[src/verilog/synth_defines.svh]
// synth build constants
`ifndef SYNTH_DEFINES_SVH
`define SYNTH_DEFINES_SVH

// ----------------------------------------------------------------------
// clocking
// ----------------------------------------------------------------------

// system clock in Hz
`define CLK_FREQ 10000000

// clocks per uart bit, sized for simulation
// real midi wiring would need CLK_FREQ / 31250
`define UART_BIT_CLKS 16

// clocks per audio sample
`define SMPL_DIV 64

// ----------------------------------------------------------------------
// voice setup
// ----------------------------------------------------------------------

// midi receive channel, zero based
`define MIDI_CHANNEL 0

// pan after reset, centre of 0..127
`define PAN_DEFAULT 64

`endif

[src/verilog/synth_pkg.sv]
// synth shared types
package synth_pkg;

    // ------------------------------------------------------------------
    // midi message as seen by the voice
    // ------------------------------------------------------------------

    typedef struct packed {
        // status high nibble
        logic [3:0] cmd;
        // status low nibble
        logic [3:0] channel;
        // first data byte
        logic [6:0] data0;
        // second data byte, zero for one-byte messages
        logic [6:0] data1;
    } midi_msg_t;

    // one stereo audio sample, two's complement
    typedef struct packed {
        logic signed [17:0] left;
        logic signed [17:0] right;
    } stereo_sample_t;

    // channel voice command codes
    localparam logic [3:0] CMD_NOTE_OFF      = 4'h8;
    localparam logic [3:0] CMD_NOTE_ON       = 4'h9;
    localparam logic [3:0] CMD_CTRL_CHANGE   = 4'hB;
    localparam logic [3:0] CMD_PROG_CHANGE   = 4'hC;
    localparam logic [3:0] CMD_CHAN_PRESSURE = 4'hD;

    // controller number for pan
    localparam logic [6:0] CC_PAN = 7'd10;

endpackage

[src/verilog/uart_rx.sv]
// uart 8N1 receiver
`timescale 1ns/1ps
`include "synth_defines.svh"

module uart_rx (
    input  logic       clk,
    input  logic       rst_n,
    input  logic       rx,
    output logic       byte_valid,
    output logic [7:0] rx_byte
);

    localparam int CNT_W = $clog2(`UART_BIT_CLKS);

    // sync[0] meta, sync[1] synced, sync[2] previous synced
    logic [2:0]       sync_q;
    logic             rx_s;
    logic             start_edge;
    logic             busy_q;
    logic [CNT_W-1:0] clk_cnt_q;
    logic [3:0]       bit_idx_q;
    logic             mid_bit;
    logic [7:0]       shift_q;

    assign rx_s       = sync_q[1];
    assign start_edge = sync_q[2] & ~sync_q[1];
    // counter runs one behind the synced edge, so this hits mid-bit
    assign mid_bit    = busy_q && (clk_cnt_q == CNT_W'(`UART_BIT_CLKS / 2 - 1));
    assign rx_byte    = shift_q;

    always_ff @(posedge clk or negedge rst_n) begin
        if (!rst_n) begin
            // idle line is high
            sync_q     <= 3'b111;
            busy_q     <= 1'b0;
            clk_cnt_q  <= '0;
            bit_idx_q  <= '0;
            byte_valid <= 1'b0;
        end else begin
            sync_q     <= {sync_q[1:0], rx};
            byte_valid <= 1'b0;
            if (!busy_q) begin
                if (start_edge) begin
                    busy_q    <= 1'b1;
                    clk_cnt_q <= CNT_W'(1);
                    bit_idx_q <= '0;
                end
            end else begin
                if (clk_cnt_q == CNT_W'(`UART_BIT_CLKS - 1))
                    clk_cnt_q <= '0;
                else
                    clk_cnt_q <= clk_cnt_q + CNT_W'(1);
                if (mid_bit) begin
                    bit_idx_q <= bit_idx_q + 4'd1;
                    // glitch, start bit gone high again
                    if (bit_idx_q == 4'd0 && rx_s)
                        busy_q <= 1'b0;
                    // stop bit, strobe only when it is high
                    if (bit_idx_q == 4'd9) begin
                        busy_q     <= 1'b0;
                        byte_valid <= rx_s;
                    end
                end
            end
        end
    end

    // data bits, lsb first
    always_ff @(posedge clk) begin
        if (mid_bit && bit_idx_q >= 4'd1 && bit_idx_q <= 4'd8)
            shift_q <= {rx_s, shift_q[7:1]};
    end

endmodule

[src/verilog/midi_decoder.sv]
// midi byte stream parser
`timescale 1ns/1ps

module midi_decoder (
    input  logic                  clk,
    input  logic                  rst_n,
    input  logic                  byte_valid,
    input  logic [7:0]            rx_byte,
    output logic                  msg_valid,
    output synth_pkg::midi_msg_t  msg
);

    // running status
    logic [3:0] cmd_q;
    logic [3:0] chan_q;
    logic       status_ok_q;
    // first data byte seen for a two-byte message
    logic       have_d0_q;
    logic [6:0] data0_q;

    logic is_realtime;
    logic is_system;
    logic is_status;
    logic one_data;
    logic msg_done;

    assign is_realtime = rx_byte[7:3] == 5'b11111;
    assign is_system   = rx_byte[7:4] == 4'hF;
    assign is_status   = rx_byte[7];
    assign one_data    = (cmd_q == synth_pkg::CMD_PROG_CHANGE) ||
                         (cmd_q == synth_pkg::CMD_CHAN_PRESSURE);
    // data byte that closes a message
    assign msg_done    = byte_valid && !is_status && status_ok_q &&
                         (one_data || have_d0_q);

    always_ff @(posedge clk or negedge rst_n) begin
        if (!rst_n) begin
            cmd_q       <= '0;
            chan_q      <= '0;
            status_ok_q <= 1'b0;
            have_d0_q   <= 1'b0;
            msg_valid   <= 1'b0;
        end else begin
            msg_valid <= msg_done;
            // realtime bytes fall through untouched
            if (byte_valid && !is_realtime) begin
                if (is_system) begin
                    // sysex and common messages end running status
                    status_ok_q <= 1'b0;
                    have_d0_q   <= 1'b0;
                end else if (is_status) begin
                    cmd_q       <= rx_byte[7:4];
                    chan_q      <= rx_byte[3:0];
                    status_ok_q <= 1'b1;
                    have_d0_q   <= 1'b0;
                end else if (status_ok_q && !one_data) begin
                    have_d0_q <= !have_d0_q;
                end
            end
        end
    end

    // first data byte and message payload
    always_ff @(posedge clk) begin
        if (byte_valid && !is_status && !have_d0_q)
            data0_q <= rx_byte[6:0];
        if (msg_done) begin
            msg.cmd     <= cmd_q;
            msg.channel <= chan_q;
            msg.data0   <= one_data ? rx_byte[6:0] : data0_q;
            msg.data1   <= one_data ? 7'd0 : rx_byte[6:0];
        end
    end

endmodule

[src/verilog/sample_rate_ctrl.sv]
// audio sample tick divider
`timescale 1ns/1ps
`include "synth_defines.svh"

module sample_rate_ctrl (
    input  logic clk,
    input  logic rst_n,
    output logic sample_tick
);

    localparam int CNT_W = $clog2(`SMPL_DIV);

    logic [CNT_W-1:0] cnt_q;
    logic             wrap;

    assign wrap = cnt_q == CNT_W'(`SMPL_DIV - 1);

    // tick registered on the wrap, first one SMPL_DIV clocks out of reset
    always_ff @(posedge clk or negedge rst_n) begin
        if (!rst_n) begin
            cnt_q       <= '0;
            sample_tick <= 1'b0;
        end else begin
            cnt_q       <= wrap ? '0 : cnt_q + CNT_W'(1);
            sample_tick <= wrap;
        end
    end

endmodule

[src/verilog/gen_pulse.sv]
// square wave voice with pan
`timescale 1ns/1ps
`include "synth_defines.svh"

module gen_pulse (
    input  logic                      clk,
    input  logic                      rst_n,
    input  logic                      msg_valid,
    input  synth_pkg::midi_msg_t      msg,
    input  logic                      sample_tick,
    output logic                      sample_valid,
    output synth_pkg::stereo_sample_t sample
);

    // ------------------------------------------------------------------
    // note state
    // ------------------------------------------------------------------

    logic [6:0] note_q;
    logic [6:0] vel_q;
    logic [6:0] pan_q;
    logic       gate_q;
    // position inside the half period and current sign
    logic [7:0] ph_cnt_q;
    logic       neg_q;

    logic       for_us;
    logic       note_on;
    logic       note_off;
    logic       set_pan;
    logic [7:0] half_period;
    logic [7:0] ph_next;
    logic [6:0] pan_inv;
    logic [13:0] prod_l;
    logic [13:0] prod_r;
    logic signed [17:0] amp_l;
    logic signed [17:0] amp_r;

    assign for_us   = msg_valid && (msg.channel == 4'(`MIDI_CHANNEL));
    assign note_on  = for_us && msg.cmd == synth_pkg::CMD_NOTE_ON && msg.data1 != 7'd0;
    // velocity zero note on counts as note off
    assign note_off = for_us && msg.data0 == note_q &&
                      (msg.cmd == synth_pkg::CMD_NOTE_OFF ||
                       (msg.cmd == synth_pkg::CMD_NOTE_ON && msg.data1 == 7'd0));
    assign set_pan  = for_us && msg.cmd == synth_pkg::CMD_CTRL_CHANGE &&
                      msg.data0 == synth_pkg::CC_PAN;

    // half period in samples, 1..128
    assign half_period = 8'd128 - {1'b0, note_q};
    assign ph_next     = ph_cnt_q + 8'd1;

    // amplitude = velocity * pan gain * 4
    assign pan_inv = 7'd127 - pan_q;
    assign prod_l  = vel_q * pan_inv;
    assign prod_r  = vel_q * pan_q;
    assign amp_l   = {2'b00, prod_l, 2'b00};
    assign amp_r   = {2'b00, prod_r, 2'b00};

    always_ff @(posedge clk or negedge rst_n) begin
        if (!rst_n) begin
            note_q       <= '0;
            vel_q        <= '0;
            pan_q        <= 7'(`PAN_DEFAULT);
            gate_q       <= 1'b0;
            ph_cnt_q     <= '0;
            neg_q        <= 1'b0;
            sample_valid <= 1'b0;
            sample       <= '0;
        end else begin
            sample_valid <= sample_tick;
            if (sample_tick) begin
                sample.left  <= !gate_q ? 18'sd0 : (neg_q ? -amp_l : amp_l);
                sample.right <= !gate_q ? 18'sd0 : (neg_q ? -amp_r : amp_r);
                // step phase, flip sign at the end of each half
                ph_cnt_q <= (ph_next == half_period) ? 8'd0 : ph_next;
                neg_q    <= (ph_next == half_period) ? !neg_q : neg_q;
            end
            // messages win over the phase step
            if (note_on) begin
                note_q   <= msg.data0;
                vel_q    <= msg.data1;
                gate_q   <= 1'b1;
                ph_cnt_q <= '0;
                neg_q    <= 1'b0;
            end else if (note_off) begin
                gate_q <= 1'b0;
            end
            if (set_pan)
                pan_q <= msg.data1;
        end
    end

endmodule

[src/verilog/stereo_dac_output.sv]
// stereo sigma-delta dac
`timescale 1ns/1ps

module stereo_dac_output (
    input  logic                      clk,
    input  logic                      rst_n,
    input  logic                      sample_valid,
    input  synth_pkg::stereo_sample_t sample,
    output logic                      dac_out_l,
    output logic                      dac_out_r
);

    // index 0 left, 1 right
    logic signed [17:0] smpl_q [2];
    logic [17:0]        level  [2];
    logic [17:0]        acc_q  [2];
    logic [1:0]         dac_q;

    // offset binary, sample + 2^17 is the msb flipped
    always_comb begin
        for (int i = 0; i < 2; i++)
            level[i] = {~smpl_q[i][17], smpl_q[i][16:0]};
    end

    always_ff @(posedge clk or negedge rst_n) begin
        if (!rst_n) begin
            for (int i = 0; i < 2; i++) begin
                smpl_q[i] <= '0;
                acc_q[i]  <= '0;
            end
            dac_q <= '0;
        end else begin
            if (sample_valid) begin
                smpl_q[0] <= sample.left;
                smpl_q[1] <= sample.right;
            end
            // first order modulator, carry out is the bit
            for (int i = 0; i < 2; i++)
                {dac_q[i], acc_q[i]} <= {1'b0, acc_q[i]} + {1'b0, level[i]};
        end
    end

    assign dac_out_l = dac_q[0];
    assign dac_out_r = dac_q[1];

endmodule

[src/verilog/synth_top.sv]
// midi pulse synth top
`timescale 1ns/1ps

// clk runs at CLK_FREQ, rst_n straight from the board pin
module synth_top (
    input  logic                      clk,
    input  logic                      rst_n,
    input  logic                      midi_rx,
    output logic                      dac_out_l,
    output logic                      dac_out_r,
    output logic                      sample_valid,
    output synth_pkg::stereo_sample_t sample
);

    logic                 byte_valid;
    logic [7:0]           rx_byte;
    logic                 msg_valid;
    synth_pkg::midi_msg_t msg;
    logic                 sample_tick;

    // ------------------------------------------------------------------
    // midi input side
    // ------------------------------------------------------------------

    uart_rx uart_rx_i (
        .clk        (clk),
        .rst_n      (rst_n),
        .rx         (midi_rx),
        .byte_valid (byte_valid),
        .rx_byte    (rx_byte)
    );

    midi_decoder midi_decoder_i (
        .clk        (clk),
        .rst_n      (rst_n),
        .byte_valid (byte_valid),
        .rx_byte    (rx_byte),
        .msg_valid  (msg_valid),
        .msg        (msg)
    );

    // ------------------------------------------------------------------
    // audio side
    // ------------------------------------------------------------------

    sample_rate_ctrl sample_rate_ctrl_i (
        .clk         (clk),
        .rst_n       (rst_n),
        .sample_tick (sample_tick)
    );

    gen_pulse gen_pulse_i (
        .clk          (clk),
        .rst_n        (rst_n),
        .msg_valid    (msg_valid),
        .msg          (msg),
        .sample_tick  (sample_tick),
        .sample_valid (sample_valid),
        .sample       (sample)
    );

    // dac taps the same stream that leaves the chip
    stereo_dac_output stereo_dac_output_i (
        .clk          (clk),
        .rst_n        (rst_n),
        .sample_valid (sample_valid),
        .sample       (sample),
        .dac_out_l    (dac_out_l),
        .dac_out_r    (dac_out_r)
    );

endmodule

[config.mk]
export PLATFORM = sky130hd
export DESIGN_NAME = synth_top
export DESIGN_NICKNAME = d
export VERILOG_FILES = /design/src/verilog/synth_pkg.sv /design/src/verilog/uart_rx.sv /design/src/verilog/midi_decoder.sv /design/src/verilog/sample_rate_ctrl.sv /design/src/verilog/gen_pulse.sv /design/src/verilog/stereo_dac_output.sv /design/src/verilog/synth_top.sv
export VERILOG_INCLUDE_DIRS = /design/src /design/src/verilog
export SDC_FILE = /design/constraint.sdc
export NUM_CORES = 1
export LEC_CHECK = 0
export ABC_AREA = 1
export CAP_MARGIN = 20
export CORE_MARGIN = 3
export CORE_UTILIZATION = 55
export CTS_CLUSTER_DIAMETER = 50
export DETAILED_ROUTE_END_ITERATION = 16
export DONT_BUFFER_PORTS = 1
export PLACE_DENSITY_LB_ADDON = 0.1
export SYNTH_ARGS = -nofsm -noshare
export SYNTH_HDL_FRONTEND = slang
export SYNTH_SLANG_ARGS = --single-unit
[constraint.sdc]
create_clock -name clk -period 10.7 [get_ports clk]
set_input_delay 1.07 -clock clk [delete_from_list [all_inputs] [get_ports clk]]
set_output_delay 1.07 -clock clk [all_outputs]
set_load 0.02 [all_outputs]
# After elaboration in Yosys (flattened, before gate mapping)
# Cells that the tools add are included.
[word_totals]
regBits = 210
in_bits = 3
output_inout_bits = 39
elab_cells = 140
[classes]
addsub = 10
multipliers = 2
n_lt_le_gt_ge = 2
n_eq_ne = 15
mux = 33
bitwise_logic = 5
n_reduce_logical = 41
[ops]
columns = ["operator", "count"]
rows = [
  ["$mux 18", 4],
  ["$add 18x18->19", 2],
  ["$neg 16->18", 2],
  ["$eq 4x4->1 const B", 8],
  ["$mul 7x7->14", 2],
  ["$mux 4", 6],
  ["$mux 8", 3],
  ["$logic_and 1x1->1", 18],
  ["$mux 1", 18],
  ["$reduce_bool 2->1", 5],
  ["$add 4x1->4 const B", 2],
  ["$add 8x1->8 const B", 1],
  ["$eq 8x8->1", 1],
  ["$logic_not 4->1", 2],
  ["$reduce_and 2->1", 4],
  ["$sub 8x7->8 const A", 1],
  ["$eq 7x4->1 const B", 1],
  ["$eq 7x7->1", 1],
  ["$logic_not 7->1", 1],
  ["$mux 7", 1],
  ["$reduce_bool 7->1", 1],
  ["$sub 7x7->7 const A", 1],
  ["$add 6x1->6 const B", 1],
  ["$eq 6x6->1 const B", 1],
  ["other kinds (12)", 21],
]

# Longest topological paths before layout
# Gate-level depths: netlist of the first run.
[logic_depth]
ltp_word = 7
ltp_mapped = 26
depth_no_buf = 25

# Hierarchy
# Synthesis of the first run repeated with hierarchy kept, for this count alone.
[unflattened]
cells_unflattened = 1726
hier_area_um2 = 14132.3
[by_module_without_submodules]
columns = ["module", "instances", "cells_per_inst", "area_per_inst_um2", "seq_area_each_um2"]
rows = [
  ["gen_pulse", 1, 1008, 7156.9, 1602.8],
  ["stereo_dac_output", 1, 492, 4281.6, 1851.8],
  ["midi_decoder", 1, 117, 1521.5, 1146.1],
  ["uart_rx", 1, 85, 895.9, 569.3],
  ["sample_rate_ctrl", 1, 24, 276.5, 175.2],
]

# Worst setup path before layout of the first run
# No wires, ideal clock.
[synth_timing]
kind = "flip-flop to flip-flop"
start = "register gen_pulse_i.pan_q[6]"
end = "register, netlist name gen_pulse_i.sample[16]"
setup_time_ns = 0.120
t_arrival_ns = 4.405
required_ns = 10.580
setup_slack_ns = 6.174
stages_incl_launch_ff = 21
path_buffers = 1
synth_period_minus_slack_ns = 4.526
path_cell_list = "dfstp_2 clkbuf_1 nand2_1 fa_1 fa_1 inv_1 fa_1 inv_1 fa_1 inv_1 ha_1 nand2_1 nand2_1 a21oi_1 nand2_1 nand2_1 nand3_1 xor2_1 nand3_1 o21ai_1 nand2_1"
[synth_via]
elab_chain_len = 4
[synth_rtl]
columns = ["element", "line", "text"]
rows = [
  ["start, declared", "gen_pulse.sv:21", "logic [6:0] pan_q;"],
  ["start signal, assigned", "gen_pulse.sv:63", "pan_q <= 7'(`PAN_DEFAULT);"],
  ["start signal, assigned", "gen_pulse.sv:89", "pan_q <= msg.data1;"],
  ["$mul 7x7->14", "gen_pulse.sv:55", "assign prod_r = vel_q * pan_q;"],
  ["$neg 16->18", "gen_pulse.sv:73", "sample.right <= !gate_q ? 18'sd0 : (neg_q ? -amp_r : amp_r);"],
  ["$mux 18 (2 in series)", "gen_pulse.sv:73", ""],
]
# Every way passes these cells.
# A chain may end at the register's enable or synchronous reset.

# Worst setup path after layout of the first run
[layout_timing]
start = "register gen_pulse_i.pan_q[4]"
end = "register, netlist name gen_pulse_i.sample[33]"
[layout_via]
elab_chain_len = 5
[layout_rtl]
columns = ["element", "line", "text"]
rows = [
  ["$sub 7x7->7 (*)", "gen_pulse.sv:53", "assign pan_inv = 7'd127 - pan_q;"],
  ["$mul 7x7->14 (*)", "gen_pulse.sv:54", "assign prod_l = vel_q * pan_inv;"],
  ["$neg 16->18", "gen_pulse.sv:72", "sample.left <= !gate_q ? 18'sd0 : (neg_q ? -amp_l : amp_l);"],
  ["$mux 18 (*) (2 in series)", "gen_pulse.sv:72", ""],
]
# Every way passes the cells marked *; elsewhere a longest branch is shown, timed or not.

==> results_dict.tcl, run 1 <==
set metrics [dict create \
    leakage_nw 7.65 \
    layout-drive-gt1-share_pct 6.32 \
    place_hpwl_um 19600 \
    synth-simple-area-share_pct 20.8 \
    synth_compound_area_share_pct 8.45 \
    seq_area_frac_synth_pct 39.3 \
    synth_flop_cell "dfrtp_1" \
    fmax_mhz 215 \
    slew_headroom_pct 37.6 \
    place.gp.congestion 0.887 \
    crit_fanout 13 \
    ys_async_sr_fraction_pct 81.3 \
    seqPwrFrac_pct 53.4 \
    yosys.area.top_type_share_pct 30.0 \
    synthCells 1552 \
    drtIter0Drc 664 \
    placed_area_um2 13300 \
    power_density_nw_per_um2 108 \
    rows 55 \
    yosysWarnings 0 \
    fin_skew_ns 0.0151 \
    synth_seq_cells 198 \
    layout.nets 1695 \
    grt_pass1_wl_um 45200 \
    mostFrequentLayoutCells "nand2_1, inv_1, dfrtp_1" \
    route.detailed.drc 0 \
    period_needed_ns 4.66 \
    rsz0062_at_grt "false" \
    cts_buffer_depth 2 \
    die_y_um 160 \
    track_usage_pct 21.1 \
    cp_top_family "adder cells" \
    hp-class "input port to asynchronous set/reset pin" \
    comb_power_share_pct 3.9 \
    status "finished clean" \
    grt_max_degree 162 \
    muxShareOfSynthArea_pct 1.03 \
    synth.area.top_cells "dfrtp_1, ha_1, nand2_1" \
    power.share.clock_pct 42.7 \
    io_pins 42 \
    cts_max_level 4 \
    synth-edff-count 37 \
    drtPass1Iterations 5 \
    cts_tree "built" \
    chipWidth_um 160 \
    hold_buffers 0 \
    peakVddDrop_mv 0.113 \
    worstSetupPathType "flop to flop" \
    numCtsBuffers 17 \
    ant_nets 0 \
    avgSynthCellArea_um2 8.43 \
    vias 9667 \
    core_area_um2 23000 \
    finalSetupTns_ns 0 \
    cts_root_buf "clkbuf_16" \
    finalHoldViolCount 0 \
    die_area_um2 25700 \
    routed_via_density 5.19 \
    arrival_ns 4.98 \
    p_int_w 0.00113 \
    final_max_slew_viol_count 0 \
    power_switching_w 0.000379 \
    cts_resized 0 \
    crit_path_start_kind "flop" \
    synthAdderAreaFrac_pct 17.7 \
    portBuffers 0 \
    synthXorXnorAreaFrac_pct 4.07 \
    crit_chain "inv_1 > nand2_1 > fa_1 > fa_1 > inv_1 > fa_1 > inv_1 > fa_1 > inv_1 > ha_1 > nand2_1 > inv_1 > nand4_1 > nand2_1 > nand2_1 > nand2_1 > nand4_2 > nand2_2 > nand3_1 > nand3_1 > nand2_1" \
    syn_area_um2 13100 \
    antenna_found_initial 0 \
    post_drt_wl_per_cell_um 13.9 \
    synth_top_area_cell "dfrtp_1" \
    area_growth_pct 6.44 \
    cts.sinks 198 \
    setup_violations 0 \
    slowest_delay_ns 0.67 \
    insertion_delay_ns 0.44 \
    critPathRequiredTime_ns 11.02 \
    ys_types 48 \
    max_slew.worst_pin.slew_ns 0.934 \
    route.final.wire_length_um 25900 \
    drv_cap 0 \
    finish.instance_area_um2 13900 \
    fin_crit_sh_pct 43.5 \
    critical_path_buf_inv_count 5 \
    grt_pass1_vias 9372 \
    antennaDiodeCount 0 \
    crit_path_top_delay_cell "dfrtp_1" \
    start_util_pct 56.9 \
    cp_common_cell "nand2_1" \
    path_clk_slew_ns 0.09 \
    sw_frac_of_total_pct 25.2 \
    mostFrequentLayoutCell "nand2_1" \
    synth_top_family_by_area "simple AND/OR/NAND/NOR gates" \
    fill_cells 2042 \
    grt-ovfl-total 0 \
    end_kind "flop" \
    post_cts_buffers 0 \
]
cell families after synthesis:
family                   count (synthesis)
other                                    1
AND/OR/NAND/NOR                        634
AO/OA/AOI/OAI                          201
flip-flops                             198
XOR/XNOR                                60
multiplexers                            12
adder cells (fa/ha/maj)                155
buffers and inverters                  291
worst register-to-register path: stages (launching register included):
cell and delay [ns]:
dfrtp_1 0.67, inv_1 0.15, nand2_1 0.11, fa_1 0.45
fa_1 0.55, inv_1 0.05, fa_1 0.52, inv_1 0.05
fa_1 0.52, inv_1 0.04, ha_1 0.34, nand2_1 0.11
inv_1 0.08, nand4_1 0.12, nand2_1 0.08, nand2_1 0.04
nand2_1 0.17, nand4_2 0.17, nand2_2 0.10, nand3_1 0.08
nand3_1 0.08, nand2_1 0.06
path summary, 6_finish.rpt:
path	start	to	slack [ns]	depth (start not counted)
setup / recovery	gen_pulse_i.pan_q[4]	gen_pulse_i.sample[33]	6.04	21
hold / removal	rst_n	stereo_dac_output_i.acc_q[21]	0.31	0
setup reg to reg	gen_pulse_i.pan_q[4]	gen_pulse_i.sample[33]	6.04	21
hold reg to reg	uart_rx_i.sync_q[0]	uart_rx_i.sync_q[1]	0.36	0
max in group asynchronous	rst_n	uart_rx_i.sync_q[0]	10.12	0
min in group clk	uart_rx_i.sync_q[0]	uart_rx_i.sync_q[1]	0.36	0
synth_stat cells (20+ instances only):
| cell | instances |
|---|---|
| edfxtp_1 | 37 |
| fa_1 | 50 |
| o22ai_1 | 20 |
| dfrtp_1 | 157 |
| nor2_1 | 127 |
| nand4_1 | 22 |
| nand2_1 | 344 |
| a21oi_1 | 73 |
| ha_1 | 105 |
| clkbuf_1 | 27 |
| nand3_1 | 83 |
| o21ai_0 | 70 |
| xor2_1 | 44 |
| inv_1 | 245 |
stage by stage:
stage / hold WS (ns) / util (%) / total power, W / setup WS [ns] / std cells
6_report: 0.313 / 60.6 / 0.00151 / 6.04 / 1863
5_1_grt: 0.286 / 60.6 / 0.00157 / 5.67 / 1863
4_1_cts: 0.293 / 60.6 / 0.00153 / 6.02 / 1863
3_5_place_dp: 0.349 / 58.0 / 0.000880 / 6.05 / 1831
3_3_place_gp: 0.347 / 58.0 / 0.000878 / 6.10 / 1831
2_1_floorplan: 0.345 / - / 0.000866 / 6.17 / 1555
flip-flops by register name, indices dropped and copies added (netlist names), 8 cells and up:
name                       flops
gen_pulse_i.sample            32
stereo_dac_output_i.acc_q     32
stereo_dac_output_i.level     30
midi_decoder_i.msg            22
gen_pulse_i.ph_cnt_q           8
uart_rx_i.rx_byte              8
layout make-up:
cell class,instances,area (um^2),share of cell area [%]
Clock buffer,17,425,3.05
Clock inverter,15,179,1.28
Multi-Input combinational cell,1066,6820,49.0
Sequential cell,198,5150,36.9
Timing Repair Buffer,3,22.5,0.162
Tap cell,313,392,2.81
Inverter,251,942,6.76
layer usage:
metal  global-route usage, %  part of all wire [%]  up-vias
met5                       0                     0        -
met4                    4.22                  0.81        0
met3                    3.35                   3.4       15
met2                    33.4                    45      149
met1                    31.2                    50     4557
li1                        -                     -     4946
power groups by stage:
stage	Clock, W	Sequential (W)	Combinational [W]
after floorplan	0	0.000816	0.0000503
after global placement	0	0.000820	0.0000585
after detailed placement	0	0.000820	0.0000602
after CTS	0.000662	0.000805	0.0000600
after global routing	0.000692	0.000808	0.0000718
final	0.000643	0.000805	0.0000594
(Power assumes the default switching activity.)
==> run 2: changes to the inputs <==
Clock period 10.7 ns to 4.4 ns, I/O delays scaled along.
==> results_dict.tcl, run 2 (same netlist as run 1, synthesis figures left out) <==
set metrics [dict create \
    sw_frac_of_total_pct 24.7 \
    insertion_delay_ns 0.44 \
    final_max_slew_viol_count 0 \
    route.final.wire_length_um 27800 \
    power_density_nw_per_um2 251 \
    arrival_ns 4.61 \
    mostFrequentLayoutCells "nand2_1, inv_1, dfrtp_1" \
    crit_path_top_delay_cell "fa_1" \
    regArea_um2 5150 \
    portBuffers 0 \
    start_util_pct 56.9 \
    grt_pass1_vias 9782 \
    layout-drive-gt1-share_pct 13.9 \
    violations "hold timing" \
    slowest_delay_ns 0.56 \
    end_kind "flop" \
    grt_pass1_wl_um 47300 \
    io_pins 42 \
    area_growth_pct 12.1 \
    cts_tree "built" \
    max_slew.worst_pin.slew_ns 1.03 \
    track_usage_pct 22.2 \
    seqPwrFrac_pct 53.2 \
    fill_cells 2000 \
    placed_area_um2 13500 \
    place_hpwl_um 20600 \
    crit_path_start_kind "flop" \
    setup_violations 0 \
    drtIter0Drc 646 \
    fmax_mhz 233 \
    p_int_w 0.00277 \
    die_y_um 160 \
    power.share.clock_pct 41.9 \
    reg2reg_depth 21 \
    layout.nets 1738 \
    timing.rr.end "gen_pulse_i.sample[35]" \
    period_needed_ns 4.29 \
    finish.instance_area_um2 14700 \
    antenna_found_initial 0 \
    rsz0062_at_grt "true" \
    mostFrequentLayoutCell "nand2_1" \
    drtPass1Iterations 6 \
    cts_buffer_depth 2 \
    chipWidth_um 160 \
    route.detailed.drc 0 \
    ant_nets 0 \
    timing.rr.start "gen_pulse_i.vel_q[3]" \
    wl_met3_um 1260 \
    routed_via_density 5.29 \
    drt-met1-wl_um 13400 \
    rows 55 \
    critical_path_buf_inv_count 8 \
    numCtsBuffers 17 \
    hp-class "input port to asynchronous set/reset pin" \
    cts.sinks 198 \
    power_w 0.00368 \
    core_area_um2 23000 \
    cp_common_cell "inv_2" \
    fin_skew_ns 0.0139 \
    cp_top_family "adder cells" \
    die_area_um2 25700 \
    vias 10100 \
    peakVddDrop_mv 0.157 \
    path_clk_slew_ns 0.08 \
    finalHoldViolCount 13 \
    routed.top_layer "met4" \
    post_drt_wl_per_cell_um 14.6 \
    cts_root_buf "clkbuf_16" \
    crit_chain "inv_2 > nor2_2 > fa_1 > inv_2 > fa_1 > inv_2 > fa_1 > inv_2 > fa_1 > inv_2 > ha_4 > buf_4 > inv_1 > nand3_2 > nand2_4 > nand3_4 > nor2_4 > nand4_4 > buf_4 > o21ai_2 > nand2_1" \
    crit_fanout 4 \
    leakage_nw 7.97 \
    power_switching_w 0.000908 \
    status "finished with violations" \
    cts_max_level 4 \
    grt_max_degree 162 \
    drv_cap 0 \
    grt-ovfl-total 0 \
    reg2reg_slack_ns 0.11 \
    critPathRequiredTime_ns 4.72 \
    wl_met2_um 12900 \
    comb_power_share_pct 4.9 \
    antennaDiodeCount 0 \
    worstSetupPathType "flop to flop" \
    multi_input_area_um2 7240 \
    hold-worst-slack_ns -0.0238 \
    fin_crit_sh_pct 97.5 \
    place.gp.congestion 0.901 \
    slew_headroom_pct 31.6 \
]
[run 2: cell types whose count changed in the layout (fill, tap and decap cells not counted), moves of 6 or more]
cell and delta:
nor2_1 -9, ha_4 +9, nand3_2 +9, clkinv_8 -6, nand2_1 -24, ha_1 -10, buf_4 +38, nand3_1 -12
nand2_2 +17, nand2_4 +7, inv_2 +9, inv_1 -12, o21ai_0 -6
[run 2: worst reg2reg max path, stage by stage (launching register included)]
cell     delay (ns)
dfrtp_1        0.43
inv_2          0.08
nor2_2         0.04
fa_1           0.56
inv_2          0.04
fa_1           0.51
inv_2          0.04
fa_1           0.48
inv_2          0.04
fa_1           0.52
inv_2          0.05
ha_4           0.26
buf_4          0.14
inv_1          0.06
nand3_2        0.09
nand2_4        0.12
nand3_4        0.09
nor2_4         0.14
nand4_4        0.11
buf_4          0.16
o21ai_2        0.15
nand2_1        0.07
[run 2: cell type report]
class                           count  share of cell area, %
Clock buffer                       17                   2.90
Clock inverter                     15                  0.955
Inverter                          251                   6.48
Multi-Input combinational cell   1066                   49.3
Sequential cell                   198                   35.1
Tap cell                          313                   2.67
Timing Repair Buffer               46                   2.58
[run 2: worst max path at each step]
stage                          from  slack [ns]                     end  cells after the start
2_1_floorplan  gen_pulse_i.pan_q[3]        0.01  gen_pulse_i.sample[35]                     21
3_3_place_gp   gen_pulse_i.pan_q[6]       -0.25  gen_pulse_i.sample[35]                     20
3_5_place_dp   gen_pulse_i.pan_q[6]       -0.35  gen_pulse_i.sample[35]                     20
4_1_cts        gen_pulse_i.vel_q[1]       0.002  gen_pulse_i.sample[35]                     18
5_1_grt        gen_pulse_i.vel_q[5]       -0.08  gen_pulse_i.sample[14]                     26
6_report       gen_pulse_i.vel_q[3]        0.11  gen_pulse_i.sample[35]                     21
[run 2: metal layers]
| metal | GRT usage (%) | vias to the layer above |
|---|---|---|
| met5 | 0 | - |
| met4 | 4.69 | 0 |
| met3 | 3.66 | 22 |
| met2 | 35.4 | 197 |
| met1 | 32.1 | 4814 |
| li1 | - | 5052 |
[run 2: what timing repair did]
action,in CTS,in global routing
hold endpoints to repair,162,0
pin swaps,10,52
setup buffers,5,7
hold buffers,2,0
setup endpoints to repair,13,17
resized for setup,18,97
[run 2: power by group through the flow]
stage	clock network, W	logic, W	registers [W]
2_1_floorplan	0	0.000122	0.00198
3_3_place_gp	0	0.000143	0.00199
3_5_place_dp	0	0.000152	0.00199
4_1_cts	0.00157	0.000185	0.00196
5_1_grt	0.00166	0.000214	0.00196
6_report	0.00154	0.000180	0.00196
[run 2: metrics by stage]
stage / TNS, ns / hold slack, ns / std cells / util, % / setup WS, ns
after floorplan: 0 / 0.144 / 1555 / - / 0.0136
after global placement: -0.417 / 0.148 / 1860 / 58.9 / -0.255
after detailed placement: -1.12 / 0.149 / 1860 / 58.9 / -0.346
after CTS: 0 / 0.0515 / 1899 / 62.0 / 0.00178
after global routing: -0.353 / 0.0770 / 1906 / 63.8 / -0.0801
final: 0 / -0.0238 / 1906 / 63.8 / 0.109
